===== config.mk =====
export PLATFORM = sky130hd
export DESIGN_NAME = id_stage
export DESIGN_NICKNAME = d
export VERILOG_FILES = /design/src/logic/id_pkg.sv /design/src/logic/id_ifs.sv /design/src/logic/branch_unit.sv /design/src/logic/id_ex_reg.sv /design/src/logic/id_stage.sv /design/src/logic/inst_decoder.sv /design/src/logic/operand_fwd.sv
export SDC_FILE = /design/constraint.sdc
export NUM_CORES = 1
export LEC_CHECK = 0
export BUFFER_PORTS_ARGS = -buffer_cell sky130_fd_sc_hd__buf_2
export CAP_MARGIN = 20
export CORE_UTILIZATION = 45
export CTS_CLUSTER_SIZE = 40
export DETAILED_ROUTE_END_ITERATION = 10
export HOLD_SLACK_MARGIN = 0.03
export PLACE_DENSITY = 0.74
export SYNTH_ARGS = -nofsm -noshare
export SYNTH_HDL_FRONTEND = slang
export SYNTH_SLANG_ARGS = --single-unit

===== constraint.sdc =====
create_clock -name clk -period 11.3 [get_ports clk]
set_input_delay 1.695 -clock clk [delete_from_list [all_inputs] [get_ports clk]]
set_output_delay 1.695 -clock clk [all_outputs]
set_load 0.05 [all_outputs]

===== src/logic/id_pkg.sv =====
package id_pkg;

	typedef logic [31:0] word_t;
	typedef logic [31:0] inst_t;
	typedef logic [4:0] reg_addr_t;
	typedef logic [7:0] aluop_t;
	typedef logic [2:0] alusel_t;

	typedef enum logic [3:0] {
		BR_NONE, BR_J, BR_JR, BR_EQ, BR_NE, BR_LEZ, BR_GTZ, BR_LTZ, BR_GEZ
	} br_kind_e;

	localparam reg_addr_t RA_ADDR = 5'd31;   // link register

	// result class seen by EX
	localparam alusel_t ALUSEL_NOP         = 3'b000;
	localparam alusel_t ALUSEL_LOGIC       = 3'b001;
	localparam alusel_t ALUSEL_SHIFT       = 3'b010;
	localparam alusel_t ALUSEL_MATH        = 3'b100;
	localparam alusel_t ALUSEL_JUMP_BRANCH = 3'b110;
	localparam alusel_t ALUSEL_LOAD_STORE  = 3'b111;

	localparam aluop_t ALUOP_NOP    = 8'b0000_0000;
	localparam aluop_t ALUOP_AND    = 8'b0010_0100;
	localparam aluop_t ALUOP_OR     = 8'b0010_0101;
	localparam aluop_t ALUOP_XOR    = 8'b0010_0110;
	localparam aluop_t ALUOP_NOR    = 8'b0010_0111;
	localparam aluop_t ALUOP_SLL    = 8'b0111_1100;
	localparam aluop_t ALUOP_SRL    = 8'b0000_0010;
	localparam aluop_t ALUOP_SRA    = 8'b0000_0011;
	localparam aluop_t ALUOP_ADD    = 8'b0010_0000;
	localparam aluop_t ALUOP_ADDU   = 8'b0010_0001;
	localparam aluop_t ALUOP_SUB    = 8'b0010_0010;
	localparam aluop_t ALUOP_SUBU   = 8'b0010_0011;
	localparam aluop_t ALUOP_SLT    = 8'b0010_1010;
	localparam aluop_t ALUOP_SLTU   = 8'b0010_1011;
	localparam aluop_t ALUOP_J      = 8'b0100_1111;
	localparam aluop_t ALUOP_JAL    = 8'b0101_0000;
	localparam aluop_t ALUOP_JR     = 8'b0000_1000;
	localparam aluop_t ALUOP_JALR   = 8'b0000_1001;
	localparam aluop_t ALUOP_BEQ    = 8'b0101_0001;
	localparam aluop_t ALUOP_BNE    = 8'b0101_0010;
	localparam aluop_t ALUOP_BLEZ   = 8'b0101_0011;
	localparam aluop_t ALUOP_BGTZ   = 8'b0101_0100;
	localparam aluop_t ALUOP_BLTZ   = 8'b0100_0000;
	localparam aluop_t ALUOP_BGEZ   = 8'b0100_0001;
	localparam aluop_t ALUOP_BLTZAL = 8'b0100_1010;
	localparam aluop_t ALUOP_BGEZAL = 8'b0100_1011;
	localparam aluop_t ALUOP_LW     = 8'b1110_0011;
	localparam aluop_t ALUOP_SW     = 8'b1110_1011;

	// primary opcodes, inst[31:26]
	localparam logic [5:0] OP_SPECIAL = 6'b000000;
	localparam logic [5:0] OP_REGIMM  = 6'b000001;
	localparam logic [5:0] OP_J       = 6'b000010;
	localparam logic [5:0] OP_JAL     = 6'b000011;
	localparam logic [5:0] OP_BEQ     = 6'b000100;
	localparam logic [5:0] OP_BNE     = 6'b000101;
	localparam logic [5:0] OP_BLEZ    = 6'b000110;
	localparam logic [5:0] OP_BGTZ    = 6'b000111;
	localparam logic [5:0] OP_ADDI    = 6'b001000;
	localparam logic [5:0] OP_ADDIU   = 6'b001001;
	localparam logic [5:0] OP_SLTI    = 6'b001010;
	localparam logic [5:0] OP_SLTIU   = 6'b001011;
	localparam logic [5:0] OP_ANDI    = 6'b001100;
	localparam logic [5:0] OP_ORI     = 6'b001101;
	localparam logic [5:0] OP_XORI    = 6'b001110;
	localparam logic [5:0] OP_LUI     = 6'b001111;
	localparam logic [5:0] OP_LW      = 6'b100011;
	localparam logic [5:0] OP_SW      = 6'b101011;

	// SPECIAL function field, inst[5:0]
	localparam logic [5:0] FN_SLL  = 6'b000000;
	localparam logic [5:0] FN_SRL  = 6'b000010;
	localparam logic [5:0] FN_SRA  = 6'b000011;
	localparam logic [5:0] FN_SLLV = 6'b000100;
	localparam logic [5:0] FN_SRLV = 6'b000110;
	localparam logic [5:0] FN_SRAV = 6'b000111;
	localparam logic [5:0] FN_JR   = 6'b001000;
	localparam logic [5:0] FN_JALR = 6'b001001;
	localparam logic [5:0] FN_ADD  = 6'b100000;
	localparam logic [5:0] FN_ADDU = 6'b100001;
	localparam logic [5:0] FN_SUB  = 6'b100010;
	localparam logic [5:0] FN_SUBU = 6'b100011;
	localparam logic [5:0] FN_AND  = 6'b100100;
	localparam logic [5:0] FN_OR   = 6'b100101;
	localparam logic [5:0] FN_XOR  = 6'b100110;
	localparam logic [5:0] FN_NOR  = 6'b100111;
	localparam logic [5:0] FN_SLT  = 6'b101010;
	localparam logic [5:0] FN_SLTU = 6'b101011;

	// REGIMM rt field
	localparam logic [4:0] RT_BLTZ   = 5'b00000;
	localparam logic [4:0] RT_BGEZ   = 5'b00001;
	localparam logic [4:0] RT_BLTZAL = 5'b10000;
	localparam logic [4:0] RT_BGEZAL = 5'b10001;

endpackage


===== src/logic/id_ifs.sv =====
`timescale 1ns/1ps

// source operand requests and the forwarded values
interface operand_if;
	logic reg1_re;
	logic reg2_re;
	id_pkg::reg_addr_t reg1_addr;
	id_pkg::reg_addr_t reg2_addr;
	id_pkg::word_t imm;
	id_pkg::word_t reg1;
	id_pkg::word_t reg2;
	logic stall;

	modport dec (output reg1_re, reg2_re, reg1_addr, reg2_addr, imm);
	modport fwd (
		input reg1_re, reg2_re, reg1_addr, reg2_addr, imm,
		output reg1, reg2, stall
	);
	modport br (input reg1, reg2, stall);
endinterface

// decoded control headed for EX
interface id_ctrl_if;
	id_pkg::alusel_t alusel;
	id_pkg::aluop_t aluop;
	logic we;
	id_pkg::reg_addr_t waddr;

	modport dec (output alusel, aluop, we, waddr);
	modport pipe (input alusel, aluop, we, waddr);
endinterface


===== src/logic/branch_unit.sv =====
`timescale 1ns/1ps

module branch_unit (
	input id_pkg::word_t pc_i,
	input id_pkg::inst_t inst_i,
	input id_pkg::br_kind_e br_kind_i,
	input logic link_i,
	operand_if.br opnd,
	output logic branch_flag_o,
	output id_pkg::word_t branch_target_o,
	output id_pkg::word_t link_addr_o
);

	id_pkg::word_t pc_plus_4;
	id_pkg::word_t offset;
	logic taken;

	assign pc_plus_4 = pc_i + 32'd4;
	assign offset = {{14{inst_i[15]}}, inst_i[15:0], 2'b00};

	always_comb begin
		case (br_kind_i)
			id_pkg::BR_J, id_pkg::BR_JR: taken = 1'b1;
			id_pkg::BR_EQ: taken = (opnd.reg1 == opnd.reg2);
			id_pkg::BR_NE: taken = (opnd.reg1 != opnd.reg2);
			id_pkg::BR_LEZ: taken = opnd.reg1[31] || (opnd.reg1 == '0);
			id_pkg::BR_GTZ: taken = !opnd.reg1[31] && (opnd.reg1 != '0);
			id_pkg::BR_LTZ: taken = opnd.reg1[31];
			id_pkg::BR_GEZ: taken = !opnd.reg1[31];
			default: taken = 1'b0;
		endcase
	end

	always_comb begin
		case (br_kind_i)
			id_pkg::BR_NONE: branch_target_o = '0;
			id_pkg::BR_J: branch_target_o = {pc_plus_4[31:28], inst_i[25:0], 2'b00};
			id_pkg::BR_JR: branch_target_o = opnd.reg1;
			default: branch_target_o = pc_plus_4 + offset;   // relative to delay slot
		endcase
	end

	// operands are stale during a load-use stall
	assign branch_flag_o = taken & ~opnd.stall;
	assign link_addr_o = link_i ? pc_i + 32'd8 : '0;

endmodule


===== src/logic/id_ex_reg.sv =====
`timescale 1ns/1ps

module id_ex_reg (
	input logic clk,
	input logic rst_n_i,
	input logic stall_i,
	input logic branch_flag_i,
	input id_pkg::word_t link_addr_i,
	input id_pkg::inst_t inst_i,
	id_ctrl_if.pipe ctrl,
	input id_pkg::word_t reg1_i,
	input id_pkg::word_t reg2_i,
	output id_pkg::alusel_t ex_alusel_o,
	output id_pkg::aluop_t ex_aluop_o,
	output id_pkg::word_t ex_reg1_o,
	output id_pkg::word_t ex_reg2_o,
	output id_pkg::reg_addr_t ex_waddr_o,
	output logic ex_we_o,
	output id_pkg::word_t ex_link_addr_o,
	output id_pkg::inst_t ex_inst_o,
	output logic ex_in_delayslot_o
);

	logic ds_pending;   // next real instruction is a delay slot

	always_ff @(posedge clk or negedge rst_n_i) begin
		if (!rst_n_i) begin
			ex_alusel_o <= id_pkg::ALUSEL_NOP;
			ex_aluop_o <= id_pkg::ALUOP_NOP;
			ex_reg1_o <= '0;
			ex_reg2_o <= '0;
			ex_waddr_o <= '0;
			ex_we_o <= 1'b0;
			ex_link_addr_o <= '0;
			ex_inst_o <= '0;
			ex_in_delayslot_o <= 1'b0;
			ds_pending <= 1'b0;
		end else begin
			// a stall sends a bubble down and leaves ds_pending alone
			ex_alusel_o <= stall_i ? id_pkg::ALUSEL_NOP : ctrl.alusel;
			ex_aluop_o <= stall_i ? id_pkg::ALUOP_NOP : ctrl.aluop;
			ex_reg1_o <= stall_i ? '0 : reg1_i;
			ex_reg2_o <= stall_i ? '0 : reg2_i;
			ex_waddr_o <= stall_i ? '0 : ctrl.waddr;
			ex_we_o <= ctrl.we & ~stall_i;
			ex_link_addr_o <= stall_i ? '0 : link_addr_i;
			ex_inst_o <= stall_i ? '0 : inst_i;
			ex_in_delayslot_o <= ds_pending & ~stall_i;
			ds_pending <= stall_i ? ds_pending : branch_flag_i;
		end
	end

endmodule


===== src/logic/id_stage.sv =====
`timescale 1ns/1ps

module id_stage (
	input logic clk,
	input logic rst_n_i,
	input id_pkg::word_t pc_i,
	input id_pkg::inst_t inst_i,
	input id_pkg::word_t reg1_data_i,
	input id_pkg::word_t reg2_data_i,
	input id_pkg::reg_addr_t ex_waddr_i,
	input logic ex_we_i,
	input id_pkg::word_t ex_wdata_i,
	input id_pkg::aluop_t ex_aluop_i,
	input id_pkg::reg_addr_t mem_waddr_i,
	input logic mem_we_i,
	input id_pkg::word_t mem_wdata_i,
	output logic reg1_re_o,
	output logic reg2_re_o,
	output id_pkg::reg_addr_t reg1_addr_o,
	output id_pkg::reg_addr_t reg2_addr_o,
	output logic branch_flag_o,
	output id_pkg::word_t branch_target_o,
	output logic stall_o,
	output id_pkg::alusel_t ex_alusel_o,
	output id_pkg::aluop_t ex_aluop_o,
	output id_pkg::word_t ex_reg1_o,
	output id_pkg::word_t ex_reg2_o,
	output id_pkg::reg_addr_t ex_waddr_o,
	output logic ex_we_o,
	output id_pkg::word_t ex_link_addr_o,
	output id_pkg::inst_t ex_inst_o,
	output logic ex_in_delayslot_o
);

	id_pkg::br_kind_e br_kind;
	logic link;
	id_pkg::word_t link_addr;

	id_ctrl_if ctrl ();
	operand_if opnd ();

	// register file read port
	assign reg1_re_o = opnd.reg1_re;
	assign reg2_re_o = opnd.reg2_re;
	assign reg1_addr_o = opnd.reg1_addr;
	assign reg2_addr_o = opnd.reg2_addr;
	assign stall_o = opnd.stall;

	inst_decoder u_dec (
		.inst_i(inst_i),
		.ctrl(ctrl.dec),
		.opnd(opnd.dec),
		.br_kind_o(br_kind),
		.link_o(link)
	);

	operand_fwd u_fwd (
		.ex_waddr_i(ex_waddr_i),
		.ex_we_i(ex_we_i),
		.ex_wdata_i(ex_wdata_i),
		.ex_aluop_i(ex_aluop_i),
		.mem_waddr_i(mem_waddr_i),
		.mem_we_i(mem_we_i),
		.mem_wdata_i(mem_wdata_i),
		.reg1_data_i(reg1_data_i),
		.reg2_data_i(reg2_data_i),
		.opnd(opnd.fwd)
	);

	branch_unit u_br (
		.pc_i(pc_i),
		.inst_i(inst_i),
		.br_kind_i(br_kind),
		.link_i(link),
		.opnd(opnd.br),
		.branch_flag_o(branch_flag_o),
		.branch_target_o(branch_target_o),
		.link_addr_o(link_addr)
	);

	id_ex_reg u_pipe (
		.clk(clk),
		.rst_n_i(rst_n_i),
		.stall_i(opnd.stall),
		.branch_flag_i(branch_flag_o),
		.link_addr_i(link_addr),
		.inst_i(inst_i),
		.ctrl(ctrl.pipe),
		.reg1_i(opnd.reg1),
		.reg2_i(opnd.reg2),
		.ex_alusel_o(ex_alusel_o),
		.ex_aluop_o(ex_aluop_o),
		.ex_reg1_o(ex_reg1_o),
		.ex_reg2_o(ex_reg2_o),
		.ex_waddr_o(ex_waddr_o),
		.ex_we_o(ex_we_o),
		.ex_link_addr_o(ex_link_addr_o),
		.ex_inst_o(ex_inst_o),
		.ex_in_delayslot_o(ex_in_delayslot_o)
	);

endmodule


===== src/logic/inst_decoder.sv =====
`timescale 1ns/1ps

module inst_decoder (
	input id_pkg::inst_t inst_i,
	id_ctrl_if.dec ctrl,
	operand_if.dec opnd,
	output id_pkg::br_kind_e br_kind_o,
	output logic link_o
);

	logic [5:0] op;
	logic [5:0] fn;
	logic [4:0] rs;
	logic [4:0] rt;
	logic [4:0] rd;
	logic [4:0] sa;
	logic [15:0] imm16;
	logic const_shift;
	logic special_ok;

	assign op = inst_i[31:26];
	assign rs = inst_i[25:21];
	assign rt = inst_i[20:16];
	assign rd = inst_i[15:11];
	assign sa = inst_i[10:6];
	assign fn = inst_i[5:0];
	assign imm16 = inst_i[15:0];

	assign const_shift = (fn == id_pkg::FN_SLL) || (fn == id_pkg::FN_SRL) ||
		(fn == id_pkg::FN_SRA);
	// constant shifts want rs zero, the rest want sa zero
	assign special_ok = const_shift ? (rs == 5'd0) : (sa == 5'd0);

	function automatic id_pkg::aluop_t special_op(input logic [5:0] f);
		case (f)
			id_pkg::FN_SLL, id_pkg::FN_SLLV: special_op = id_pkg::ALUOP_SLL;
			id_pkg::FN_SRL, id_pkg::FN_SRLV: special_op = id_pkg::ALUOP_SRL;
			id_pkg::FN_SRA, id_pkg::FN_SRAV: special_op = id_pkg::ALUOP_SRA;
			id_pkg::FN_AND: special_op = id_pkg::ALUOP_AND;
			id_pkg::FN_OR: special_op = id_pkg::ALUOP_OR;
			id_pkg::FN_XOR: special_op = id_pkg::ALUOP_XOR;
			id_pkg::FN_NOR: special_op = id_pkg::ALUOP_NOR;
			id_pkg::FN_ADD: special_op = id_pkg::ALUOP_ADD;
			id_pkg::FN_ADDU: special_op = id_pkg::ALUOP_ADDU;
			id_pkg::FN_SUB: special_op = id_pkg::ALUOP_SUB;
			id_pkg::FN_SUBU: special_op = id_pkg::ALUOP_SUBU;
			id_pkg::FN_SLT: special_op = id_pkg::ALUOP_SLT;
			id_pkg::FN_SLTU: special_op = id_pkg::ALUOP_SLTU;
			id_pkg::FN_JR: special_op = id_pkg::ALUOP_JR;
			id_pkg::FN_JALR: special_op = id_pkg::ALUOP_JALR;
			default: special_op = id_pkg::ALUOP_NOP;
		endcase
	endfunction

	function automatic id_pkg::aluop_t imm_op(input logic [5:0] o);
		case (o)
			id_pkg::OP_ADDI: imm_op = id_pkg::ALUOP_ADD;
			id_pkg::OP_ADDIU: imm_op = id_pkg::ALUOP_ADDU;
			id_pkg::OP_SLTI: imm_op = id_pkg::ALUOP_SLT;
			id_pkg::OP_SLTIU: imm_op = id_pkg::ALUOP_SLTU;
			id_pkg::OP_ANDI: imm_op = id_pkg::ALUOP_AND;
			id_pkg::OP_XORI: imm_op = id_pkg::ALUOP_XOR;
			default: imm_op = id_pkg::ALUOP_OR;   // ori, lui
		endcase
	endfunction

	always_comb begin
		ctrl.alusel = id_pkg::ALUSEL_NOP;
		ctrl.aluop = id_pkg::ALUOP_NOP;
		ctrl.we = 1'b0;
		ctrl.waddr = rd;
		opnd.reg1_re = 1'b0;
		opnd.reg2_re = 1'b0;
		opnd.reg1_addr = rs;
		opnd.reg2_addr = rt;
		opnd.imm = '0;
		br_kind_o = id_pkg::BR_NONE;
		link_o = 1'b0;
		case (op)
			id_pkg::OP_SPECIAL: begin
				if (special_ok && special_op(fn) != id_pkg::ALUOP_NOP) begin
					ctrl.aluop = special_op(fn);
					ctrl.we = 1'b1;
					opnd.reg1_re = 1'b1;
					opnd.reg2_re = 1'b1;
					case (fn)
						id_pkg::FN_SLL, id_pkg::FN_SRL, id_pkg::FN_SRA: begin
							ctrl.alusel = id_pkg::ALUSEL_SHIFT;
							opnd.reg1_re = 1'b0;   // sa goes out as reg1
							opnd.imm = {27'd0, sa};
						end
						id_pkg::FN_SLLV, id_pkg::FN_SRLV, id_pkg::FN_SRAV:
							ctrl.alusel = id_pkg::ALUSEL_SHIFT;
						id_pkg::FN_AND, id_pkg::FN_OR, id_pkg::FN_XOR, id_pkg::FN_NOR:
							ctrl.alusel = id_pkg::ALUSEL_LOGIC;
						id_pkg::FN_JR, id_pkg::FN_JALR: begin
							ctrl.alusel = id_pkg::ALUSEL_JUMP_BRANCH;
							ctrl.we = (fn == id_pkg::FN_JALR);   // jalr links to rd
							link_o = (fn == id_pkg::FN_JALR);
							opnd.reg2_re = 1'b0;
							br_kind_o = id_pkg::BR_JR;
						end
						default: ctrl.alusel = id_pkg::ALUSEL_MATH;
					endcase
				end
			end
			id_pkg::OP_ADDI, id_pkg::OP_ADDIU, id_pkg::OP_SLTI, id_pkg::OP_SLTIU,
			id_pkg::OP_ANDI, id_pkg::OP_ORI, id_pkg::OP_XORI, id_pkg::OP_LUI: begin
				// op[2] splits the math group from the logic group
				ctrl.alusel = op[2] ? id_pkg::ALUSEL_LOGIC : id_pkg::ALUSEL_MATH;
				ctrl.aluop = imm_op(op);
				ctrl.we = 1'b1;
				ctrl.waddr = rt;
				opnd.reg1_re = 1'b1;   // lui too, reads rs
				case (op)
					id_pkg::OP_LUI: opnd.imm = {imm16, 16'h0000};
					id_pkg::OP_ANDI, id_pkg::OP_ORI, id_pkg::OP_XORI:
						opnd.imm = {16'h0000, imm16};
					default: opnd.imm = {{16{imm16[15]}}, imm16};
				endcase
			end
			id_pkg::OP_J, id_pkg::OP_JAL: begin
				ctrl.alusel = id_pkg::ALUSEL_JUMP_BRANCH;
				ctrl.aluop = (op == id_pkg::OP_JAL) ? id_pkg::ALUOP_JAL : id_pkg::ALUOP_J;
				ctrl.we = (op == id_pkg::OP_JAL);
				ctrl.waddr = id_pkg::RA_ADDR;
				link_o = (op == id_pkg::OP_JAL);
				br_kind_o = id_pkg::BR_J;
			end
			id_pkg::OP_BEQ, id_pkg::OP_BNE: begin
				ctrl.alusel = id_pkg::ALUSEL_JUMP_BRANCH;
				ctrl.aluop = (op == id_pkg::OP_BEQ) ? id_pkg::ALUOP_BEQ : id_pkg::ALUOP_BNE;
				opnd.reg1_re = 1'b1;
				opnd.reg2_re = 1'b1;
				br_kind_o = (op == id_pkg::OP_BEQ) ? id_pkg::BR_EQ : id_pkg::BR_NE;
			end
			id_pkg::OP_BLEZ, id_pkg::OP_BGTZ: begin
				ctrl.alusel = id_pkg::ALUSEL_JUMP_BRANCH;
				ctrl.aluop = (op == id_pkg::OP_BLEZ) ? id_pkg::ALUOP_BLEZ : id_pkg::ALUOP_BGTZ;
				opnd.reg1_re = 1'b1;
				br_kind_o = (op == id_pkg::OP_BLEZ) ? id_pkg::BR_LEZ : id_pkg::BR_GTZ;
			end
			id_pkg::OP_REGIMM: begin
				case (rt)
					id_pkg::RT_BLTZ, id_pkg::RT_BLTZAL: begin
						ctrl.aluop = rt[4] ? id_pkg::ALUOP_BLTZAL : id_pkg::ALUOP_BLTZ;
						br_kind_o = id_pkg::BR_LTZ;
					end
					id_pkg::RT_BGEZ, id_pkg::RT_BGEZAL: begin
						ctrl.aluop = rt[4] ? id_pkg::ALUOP_BGEZAL : id_pkg::ALUOP_BGEZ;
						br_kind_o = id_pkg::BR_GEZ;
					end
					default: begin
					end
				endcase
				if (br_kind_o != id_pkg::BR_NONE) begin
					ctrl.alusel = id_pkg::ALUSEL_JUMP_BRANCH;
					ctrl.we = rt[4];   // al forms write ra
					ctrl.waddr = id_pkg::RA_ADDR;
					link_o = rt[4];
					opnd.reg1_re = 1'b1;
				end
			end
			id_pkg::OP_LW: begin
				ctrl.alusel = id_pkg::ALUSEL_LOAD_STORE;
				ctrl.aluop = id_pkg::ALUOP_LW;
				ctrl.we = 1'b1;
				ctrl.waddr = rt;
				opnd.reg1_re = 1'b1;
			end
			id_pkg::OP_SW: begin
				ctrl.alusel = id_pkg::ALUSEL_LOAD_STORE;
				ctrl.aluop = id_pkg::ALUOP_SW;
				opnd.reg1_re = 1'b1;
				opnd.reg2_re = 1'b1;
			end
			default: begin   // anything else passes as nop
			end
		endcase
	end

endmodule


===== src/logic/operand_fwd.sv =====
`timescale 1ns/1ps

module operand_fwd (
	input id_pkg::reg_addr_t ex_waddr_i,
	input logic ex_we_i,
	input id_pkg::word_t ex_wdata_i,
	input id_pkg::aluop_t ex_aluop_i,
	input id_pkg::reg_addr_t mem_waddr_i,
	input logic mem_we_i,
	input id_pkg::word_t mem_wdata_i,
	input id_pkg::word_t reg1_data_i,
	input id_pkg::word_t reg2_data_i,
	operand_if.fwd opnd
);

	logic ex_is_load;
	logic load_use1;
	logic load_use2;

	// newest write wins, register 0 included
	function automatic id_pkg::word_t pick(input logic re, input id_pkg::reg_addr_t addr,
			input id_pkg::word_t rf_data);
		if (!re)
			pick = opnd.imm;
		else if (ex_we_i && ex_waddr_i == addr)
			pick = ex_wdata_i;
		else if (mem_we_i && mem_waddr_i == addr)
			pick = mem_wdata_i;
		else
			pick = rf_data;
	endfunction

	assign ex_is_load = (ex_aluop_i == id_pkg::ALUOP_LW);   // lw data not ready until MEM

	assign load_use1 = opnd.reg1_re && ex_is_load && (ex_waddr_i == opnd.reg1_addr);
	assign load_use2 = opnd.reg2_re && ex_is_load && (ex_waddr_i == opnd.reg2_addr);
	assign opnd.stall = load_use1 | load_use2;

	always_comb begin
		opnd.reg1 = pick(opnd.reg1_re, opnd.reg1_addr, reg1_data_i);
		opnd.reg2 = pick(opnd.reg2_re, opnd.reg2_addr, reg2_data_i);
	end

endmodule


==> metrics.yaml, run 1 <==
clock.fmax_mhz: 134
grt_start_max_net_pins: 86
insertion_delay_ps: 440
hpwl_um: 37200
grt_util_all_layers: 0.388
syn_nets: 1589
cp_max_fo: 13
ys_ff_latch: 147
cp_slowest_cell: "a2111oi_0"
post-route-period-util: 0.663
dieHeight_um: 158
drive_gt1_frac: 0.280
clk_path_buf_depth: 2
worstPathRequired_ps: 9610
outcome: "complete, no violations"
ir_worst_vdd_uv: 88.2
critPathTopFamily: "compound AO/OA/AOI/OAI gates"
row_count: 56
maxSlewHeadroom: 0.322
fp.coreArea_sq_mm: 0.0237
start_util: 0.463
final_cell_count_no_fill: 2017
routabilityCongestion: 1.02
clock_skew_ps: 13.3
yosysMostFrequentCell: "nor2_1"
clkSlewWorstSetupHoldPaths_ps: 80
cts_tree: "done"
post_cts_buffers: 0
root_buffer: "clkbuf_16"
power_density_mw_per_mm2: 116
dpl_cell_area_sq_mm: 0.0131
global_route.usage.met2: 0.619
min_period_ps: 7490
antenna_found_initial: 6
cts_hold_buf: 0
cp_common_cell: "buf_2"
overflow: 0
drc_errors: 0
cp_cell_sequence: "buf_2 > inv_1 > ha_1 > fa_1 > a21o_1 > a21oi_1 > o21bai_1 > a2111oi_0 > nor3_1 > o31a_1 > o22ai_1 > o221ai_1 > a221oi_1 > mux2i_1 > nand2_1 > buf_2"
yosysSeqAreaShare: 0.336
grt-busiest-layer: "met2"
die_area_sq_mm: 0.0250
synth-edff-count: 0
use_met3: 0.121
ys_async_sr_fraction: 1.00
min_to: "u_pipe.ex_in_delayslot_o$_DFF_PN0_"
grt_pass1_wl_um: 70400
htreeDepth: 4
ys.warnings.count: 0
grt_pass1_vias: 11403
port_buffers: 405
cp-start-kind: "primary input"
syn_area_sq_mm: 0.0110
rsz0062_at_grt: "no"
finalHoldViolCount: 0
area_growth_pct: 24.5
fin_area_sq_mm: 0.0136
cts_made_buffers: 17
ys_types: 62
post_cts_resized: 0
syn_inst: 1343
wl_per_cell_um: 24.4
clkSinkCount: 147
nets: 1927
drt.antenna.violating_nets: 0
routed_via_density: 6.14
critPathCaptureType: "output pin"
reg2reg_to: "u_pipe.ds_pending$_DFFE_PN0P_"
synth_area_leaders: "dfrtp_1, nor2_1, xnor2_1, mux2i_1, xor2_1"
avgSynthCellArea_sq_um: 8.16
synth.top_cell.area_share: 0.336
criticalPathCategory: "primary input to output pin"
io-pin-count: 406
power.total_mw: 1.58
drtIter0Drc: 1736
dp.cells: 1981
hp-class: "flip-flop to flip-flop"
firstDrtPassIters: 7
max_slew.worst_pin.slew_ps: 1020
slowest_delay_ps: 620
wirelength_um: 49300
maxCapViolCount: 0
timing.rr.start: "u_pipe.ds_pending$_DFFE_PN0P_"
drv_slew: 0
p_leak_nw: 6.70
whs_path_depth: 1
synth_ff_type: "dfrtp_1"
vias: 12388
yosysTopAreaCell: "dfrtp_1"
worst-path-buf-inv: 3
synth_common_cells: "nor2_1, dfrtp_1, nand2_1"
use_met1: 0.478
rrSetupSlack_ps: 10610
die_x_um: 158
hp-start: "u_pipe.ds_pending$_DFFE_PN0P_"
hold-worst-slack_ps: 520
rr_worst_depth: 2
tns_ps: 0
finalSetupViolations: 0
arrival_ps: 5790
routing by layer:
metal / vias up / wire [um]
met5: - / 23
met4: 4 / 2310
met3: 153 / 5950
met2: 978 / 22300
met1: 5812 / 18600
li1: 5441 / -
state kept, by name, summed over array words and instances, names as in the netlist:
register / count
u_pipe.ex_alusel_o: 3
u_pipe.ex_reg1_o: 32
u_pipe.ex_we_o: 1
u_pipe.ex_inst_o: 32
u_pipe.ex_reg2_o: 32
u_pipe.ex_link_addr_o: 32
u_pipe.ds_pending: 1
u_pipe.ex_waddr_o: 5
u_pipe.ex_in_delayslot_o: 1
u_pipe.ex_aluop_o: 8
through the flow:
stage / util / worst slack (ps)
6_report: 0.576 / 3810
5_1_grt: 0.576 / 3520
3_3_place_gp: 0.552 / 3920
2_1_floorplan: - / 3680
4_1_cts: 0.575 / 3850
3_5_place_dp: 0.552 / 3880
cell families after synthesis:
| kind of cell | Yosys count | synth area share |
|---|---|---|
| AO/OA/AOI/OAI | 299 | 0.184 |
| XOR/XNOR | 129 | 0.104 |
| adder cells (fa/ha/maj) | 32 | 0.0372 |
| buffers and inverters | 119 | 0.0482 |
| flip-flops | 147 | 0.336 |
| multiplexers | 45 | 0.0411 |
| AND/OR/NAND/NOR | 572 | 0.250 |
layout by cell type (no fill, tap or decap), drive strengths merged, types with 5 or more instances in the layout:
cell    netlist  routed
nor2b        36      36
a21o         22      22
a32oi        15      15
a22oi         5       5
inv          16      23
nand2b       12      12
nand4        25      25
xnor2        83      83
clkbuf       74      19
a221oi       12      12
o31ai         6       6
or2           8       8
buf          29     422
mux2i        45      45
o22ai         8       8
nor4         10      10
nor2        218     218
nand3        73      73
and2         10      10
nand2        84      84
xor2         46      46
and3         20      20
or3          26      26
o221ai       10      10
ha           31      31
a211o        28      28
a31oi        20      20
dfrtp       147     147
o21ai        65      65
nor3         29      29
nor3b         8       8
a21oi        69      69
a211oi       12      12
where the power goes:
part / internal [mW] / switching (mW) / leakage, nW
combinational: 0.141 / 0.326 / 4.50
sequential: 0.545 / 0.00605 / 1.94
clock: 0.294 / 0.263 / 0.264
total: 0.980 / 0.596 / 6.70
final cells by class:
type / instances / area, sq um
clock buffer: 19 / 443
antenna: 4 / 10.0
clock inverter: 13 / 113
fill: 2281 / 10000
tap: 319 / 399
inverter: 16 / 60.1
timing repair buffer: 422 / 2160
multi-input combinational: 1077 / 6780
sequential: 147 / 3680
worst max path at each step:
stage | to | depth (start not counted) | startpoint
finish | branch_target_o[30] | 16 | pc_i[2]
global placement | branch_flag_o | 12 | inst_i[30]
global route | branch_target_o[27] | 19 | pc_i[2]
detailed placement | branch_target_o[30] | 21 | pc_i[2]
CTS | branch_target_o[30] | 21 | pc_i[2]
floorplan | branch_target_o[20] | 15 | pc_i[2]
Note: power is estimated with default switching activity, not from simulation.
==> run 2: changes to the inputs <==
==> constraint.sdc (replaced) <==
create_clock -name clk -period 7.2 [get_ports clk]
set_input_delay 1.08 -clock clk [delete_from_list [all_inputs] [get_ports clk]]
set_output_delay 1.08 -clock clk [all_outputs]
set_load 0.05 [all_outputs]
==> metrics.yaml, run 2 (synthesized netlist as in run 1, its figures left out) <==
worstPathRequired_ps: 6120
firstDrtPassIters: 6
hold-worst-slack_ps: 510
cp_cell_sequence: "buf_2 > or4_4 > nor3_1 > nor2_1 > o311a_4 > a211o_1 > xnor2_1 > nand4_1 > nor4_1 > nand4_1 > xor2_1 > o21ai_1 > buf_2"
multi_input_area_sq_mm: 0.00678
cp-start-kind: "primary input"
regArea_sq_mm: 0.00368
seqPwrFrac: 0.333
grt_util_all_layers: 0.384
cp-startpoint: "inst_i[31]"
wl_per_cell_um: 24.0
criticalPathCategory: "primary input to output pin"
p_int_mw: 1.67
fillers: 2215
final_common_cell: "buf_2"
post_cts_buffers: 0
overflow: 0
dieHeight_um: 158
port_buffers: 405
hp-class: "flip-flop to flip-flop"
clock_skew_ps: 0.448
finalSetupViolations: 0
arrival_ps: 5470
rr_worst_depth: 2
comb_power_share: 0.280
drive_gt1_frac: 0.282
htreeDepth: 4
worst-path-buf-inv: 2
cp_max_fo: 30
cp_slowest_cell: "nor3_1"
reg2reg_to: "u_pipe.ds_pending$_DFFE_PN0P_"
routabilityCongestion: 1.04
root_buffer: "clkbuf_16"
fin_area_sq_mm: 0.0138
pwr-share-clk: 0.388
drc_errors: 0
wirelength_um: 48400
post_cts_resized: 0
cts_tree: "done"
cts_hold_buf: 0
maxCapViolCount: 0
grt_start_max_net_pins: 91
timing.rr.start: "u_pipe.ds_pending$_DFFE_PN0P_"
row_count: 56
hpwl_um: 36800
io-pin-count: 406
maxSlewHeadroom: 0.340
antenna_found_initial: 7
max_slew.worst_pin.slew_ps: 990
rsz0062_at_grt: "no"
ir_worst_vdd_uv: 124
tns_ps: 0
drv_slew: 0
routed_via_density: 6.11
nets: 1930
clkSlewWorstSetupHoldPaths_ps: 70
switching_share: 0.356
min_period_ps: 6550
vias: 12352
fp.coreArea_sq_mm: 0.0237
finalHoldViolCount: 0
start_util: 0.463
p_switching_uw: 925
mostFrequentLayoutCells: "buf_2, nor2_1, dfrtp_1"
dpl_cell_area_sq_mm: 0.0131
final_cell_count_no_fill: 2021
dp.cells: 1984
rrSetupSlack_ps: 6530
clkSinkCount: 147
cp-endpoint: "branch_flag_o"
die_x_um: 158
clk_path_buf_depth: 2
power_density_mw_per_mm2: 189
drt.antenna.violating_nets: 0
grt_pass1_wl_um: 70600
insertion_delay_ps: 430
clock.fmax_mhz: 153
area_growth_pct: 25.7
post-route-period-util: 0.910
grt_pass1_vias: 11809
cts_made_buffers: 17
die_area_sq_mm: 0.0250
drtIter0Drc: 1385
critPathCaptureType: "output pin"
outcome: "complete, no violations"
p_leak_nw: 6.76
critPathTopFamily: "simple AND/OR/NAND/NOR gates"
worst-path-stages: 13
slowest_delay_ps: 580
==> run 2: final cells by class <==
| class | instances | area share |
|---|---|---|
| inverters | 16 | 0.00436 |
| flip-flops and latches | 147 | 0.267 |
| diodes | 6 | 0.00109 |
| clock inverters | 13 | 0.0144 |
| well taps | 319 | 0.0290 |
| multi-input cells | 1077 | 0.492 |
| repair buffers | 425 | 0.160 |
| clock buffers | 18 | 0.0319 |
==> run 2: power by group through the flow <==
stage               Combinational [mW]  Clock [mW]  Sequential [mW]
floorplan                        0.341           0            0.993
global placement                 0.707           0            0.880
detailed placement               0.709           0            0.880
CTS                              0.712        1.00            0.865
global route                     0.768        1.03            0.867
finish                           0.727        1.01            0.865
==> run 2: worst register-to-register path: cells and delay by family (launching register included) <==
kind | cells | cell delay, ps
AOI/OAI and AO/OA | 1 | 90
DFF | 1 | 380
and+or+nand+nor | 1 | 70
==> run 2: how the worst min path moves through the flow <==
| stage | start | endpoint | slack, ps | depth (start not counted) |
|---|---|---|---|---|
| after floorplan | u_pipe.ds_pending$_DFFE_PN0P_ | u_pipe.ds_pending$_DFFE_PN0P_ | 460 | 2 |
| after global placement | u_pipe.ds_pending$_DFFE_PN0P_ | u_pipe.ds_pending$_DFFE_PN0P_ | 490 | 2 |
| after detailed placement | u_pipe.ds_pending$_DFFE_PN0P_ | u_pipe.ds_pending$_DFFE_PN0P_ | 490 | 2 |
| after CTS | u_pipe.ds_pending$_DFFE_PN0P_ | u_pipe.ds_pending$_DFFE_PN0P_ | 500 | 2 |
| after global routing | u_pipe.ds_pending$_DFFE_PN0P_ | u_pipe.ds_pending$_DFFE_PN0P_ | 520 | 2 |
| final | u_pipe.ds_pending$_DFFE_PN0P_ | u_pipe.ds_pending$_DFFE_PN0P_ | 510 | 2 |
==> run 2: layer usage <==
metal  wire, um  vias up  track usage
li1           -     5456            -
met1      18300     5822        0.469
met2      21900      877        0.607
met3       5490      195        0.101
met4       2760        2        0.226
met5         11        -            0
==> run 2: metrics by stage <==
stage	total power, mW	setup WS [ps]	utilization
floorplan	1.33	814	-
CTS	2.58	826	0.581
global placement	1.59	934	0.554
global route	2.67	545	0.581
finish	2.60	650	0.581
detailed placement	1.59	844	0.554
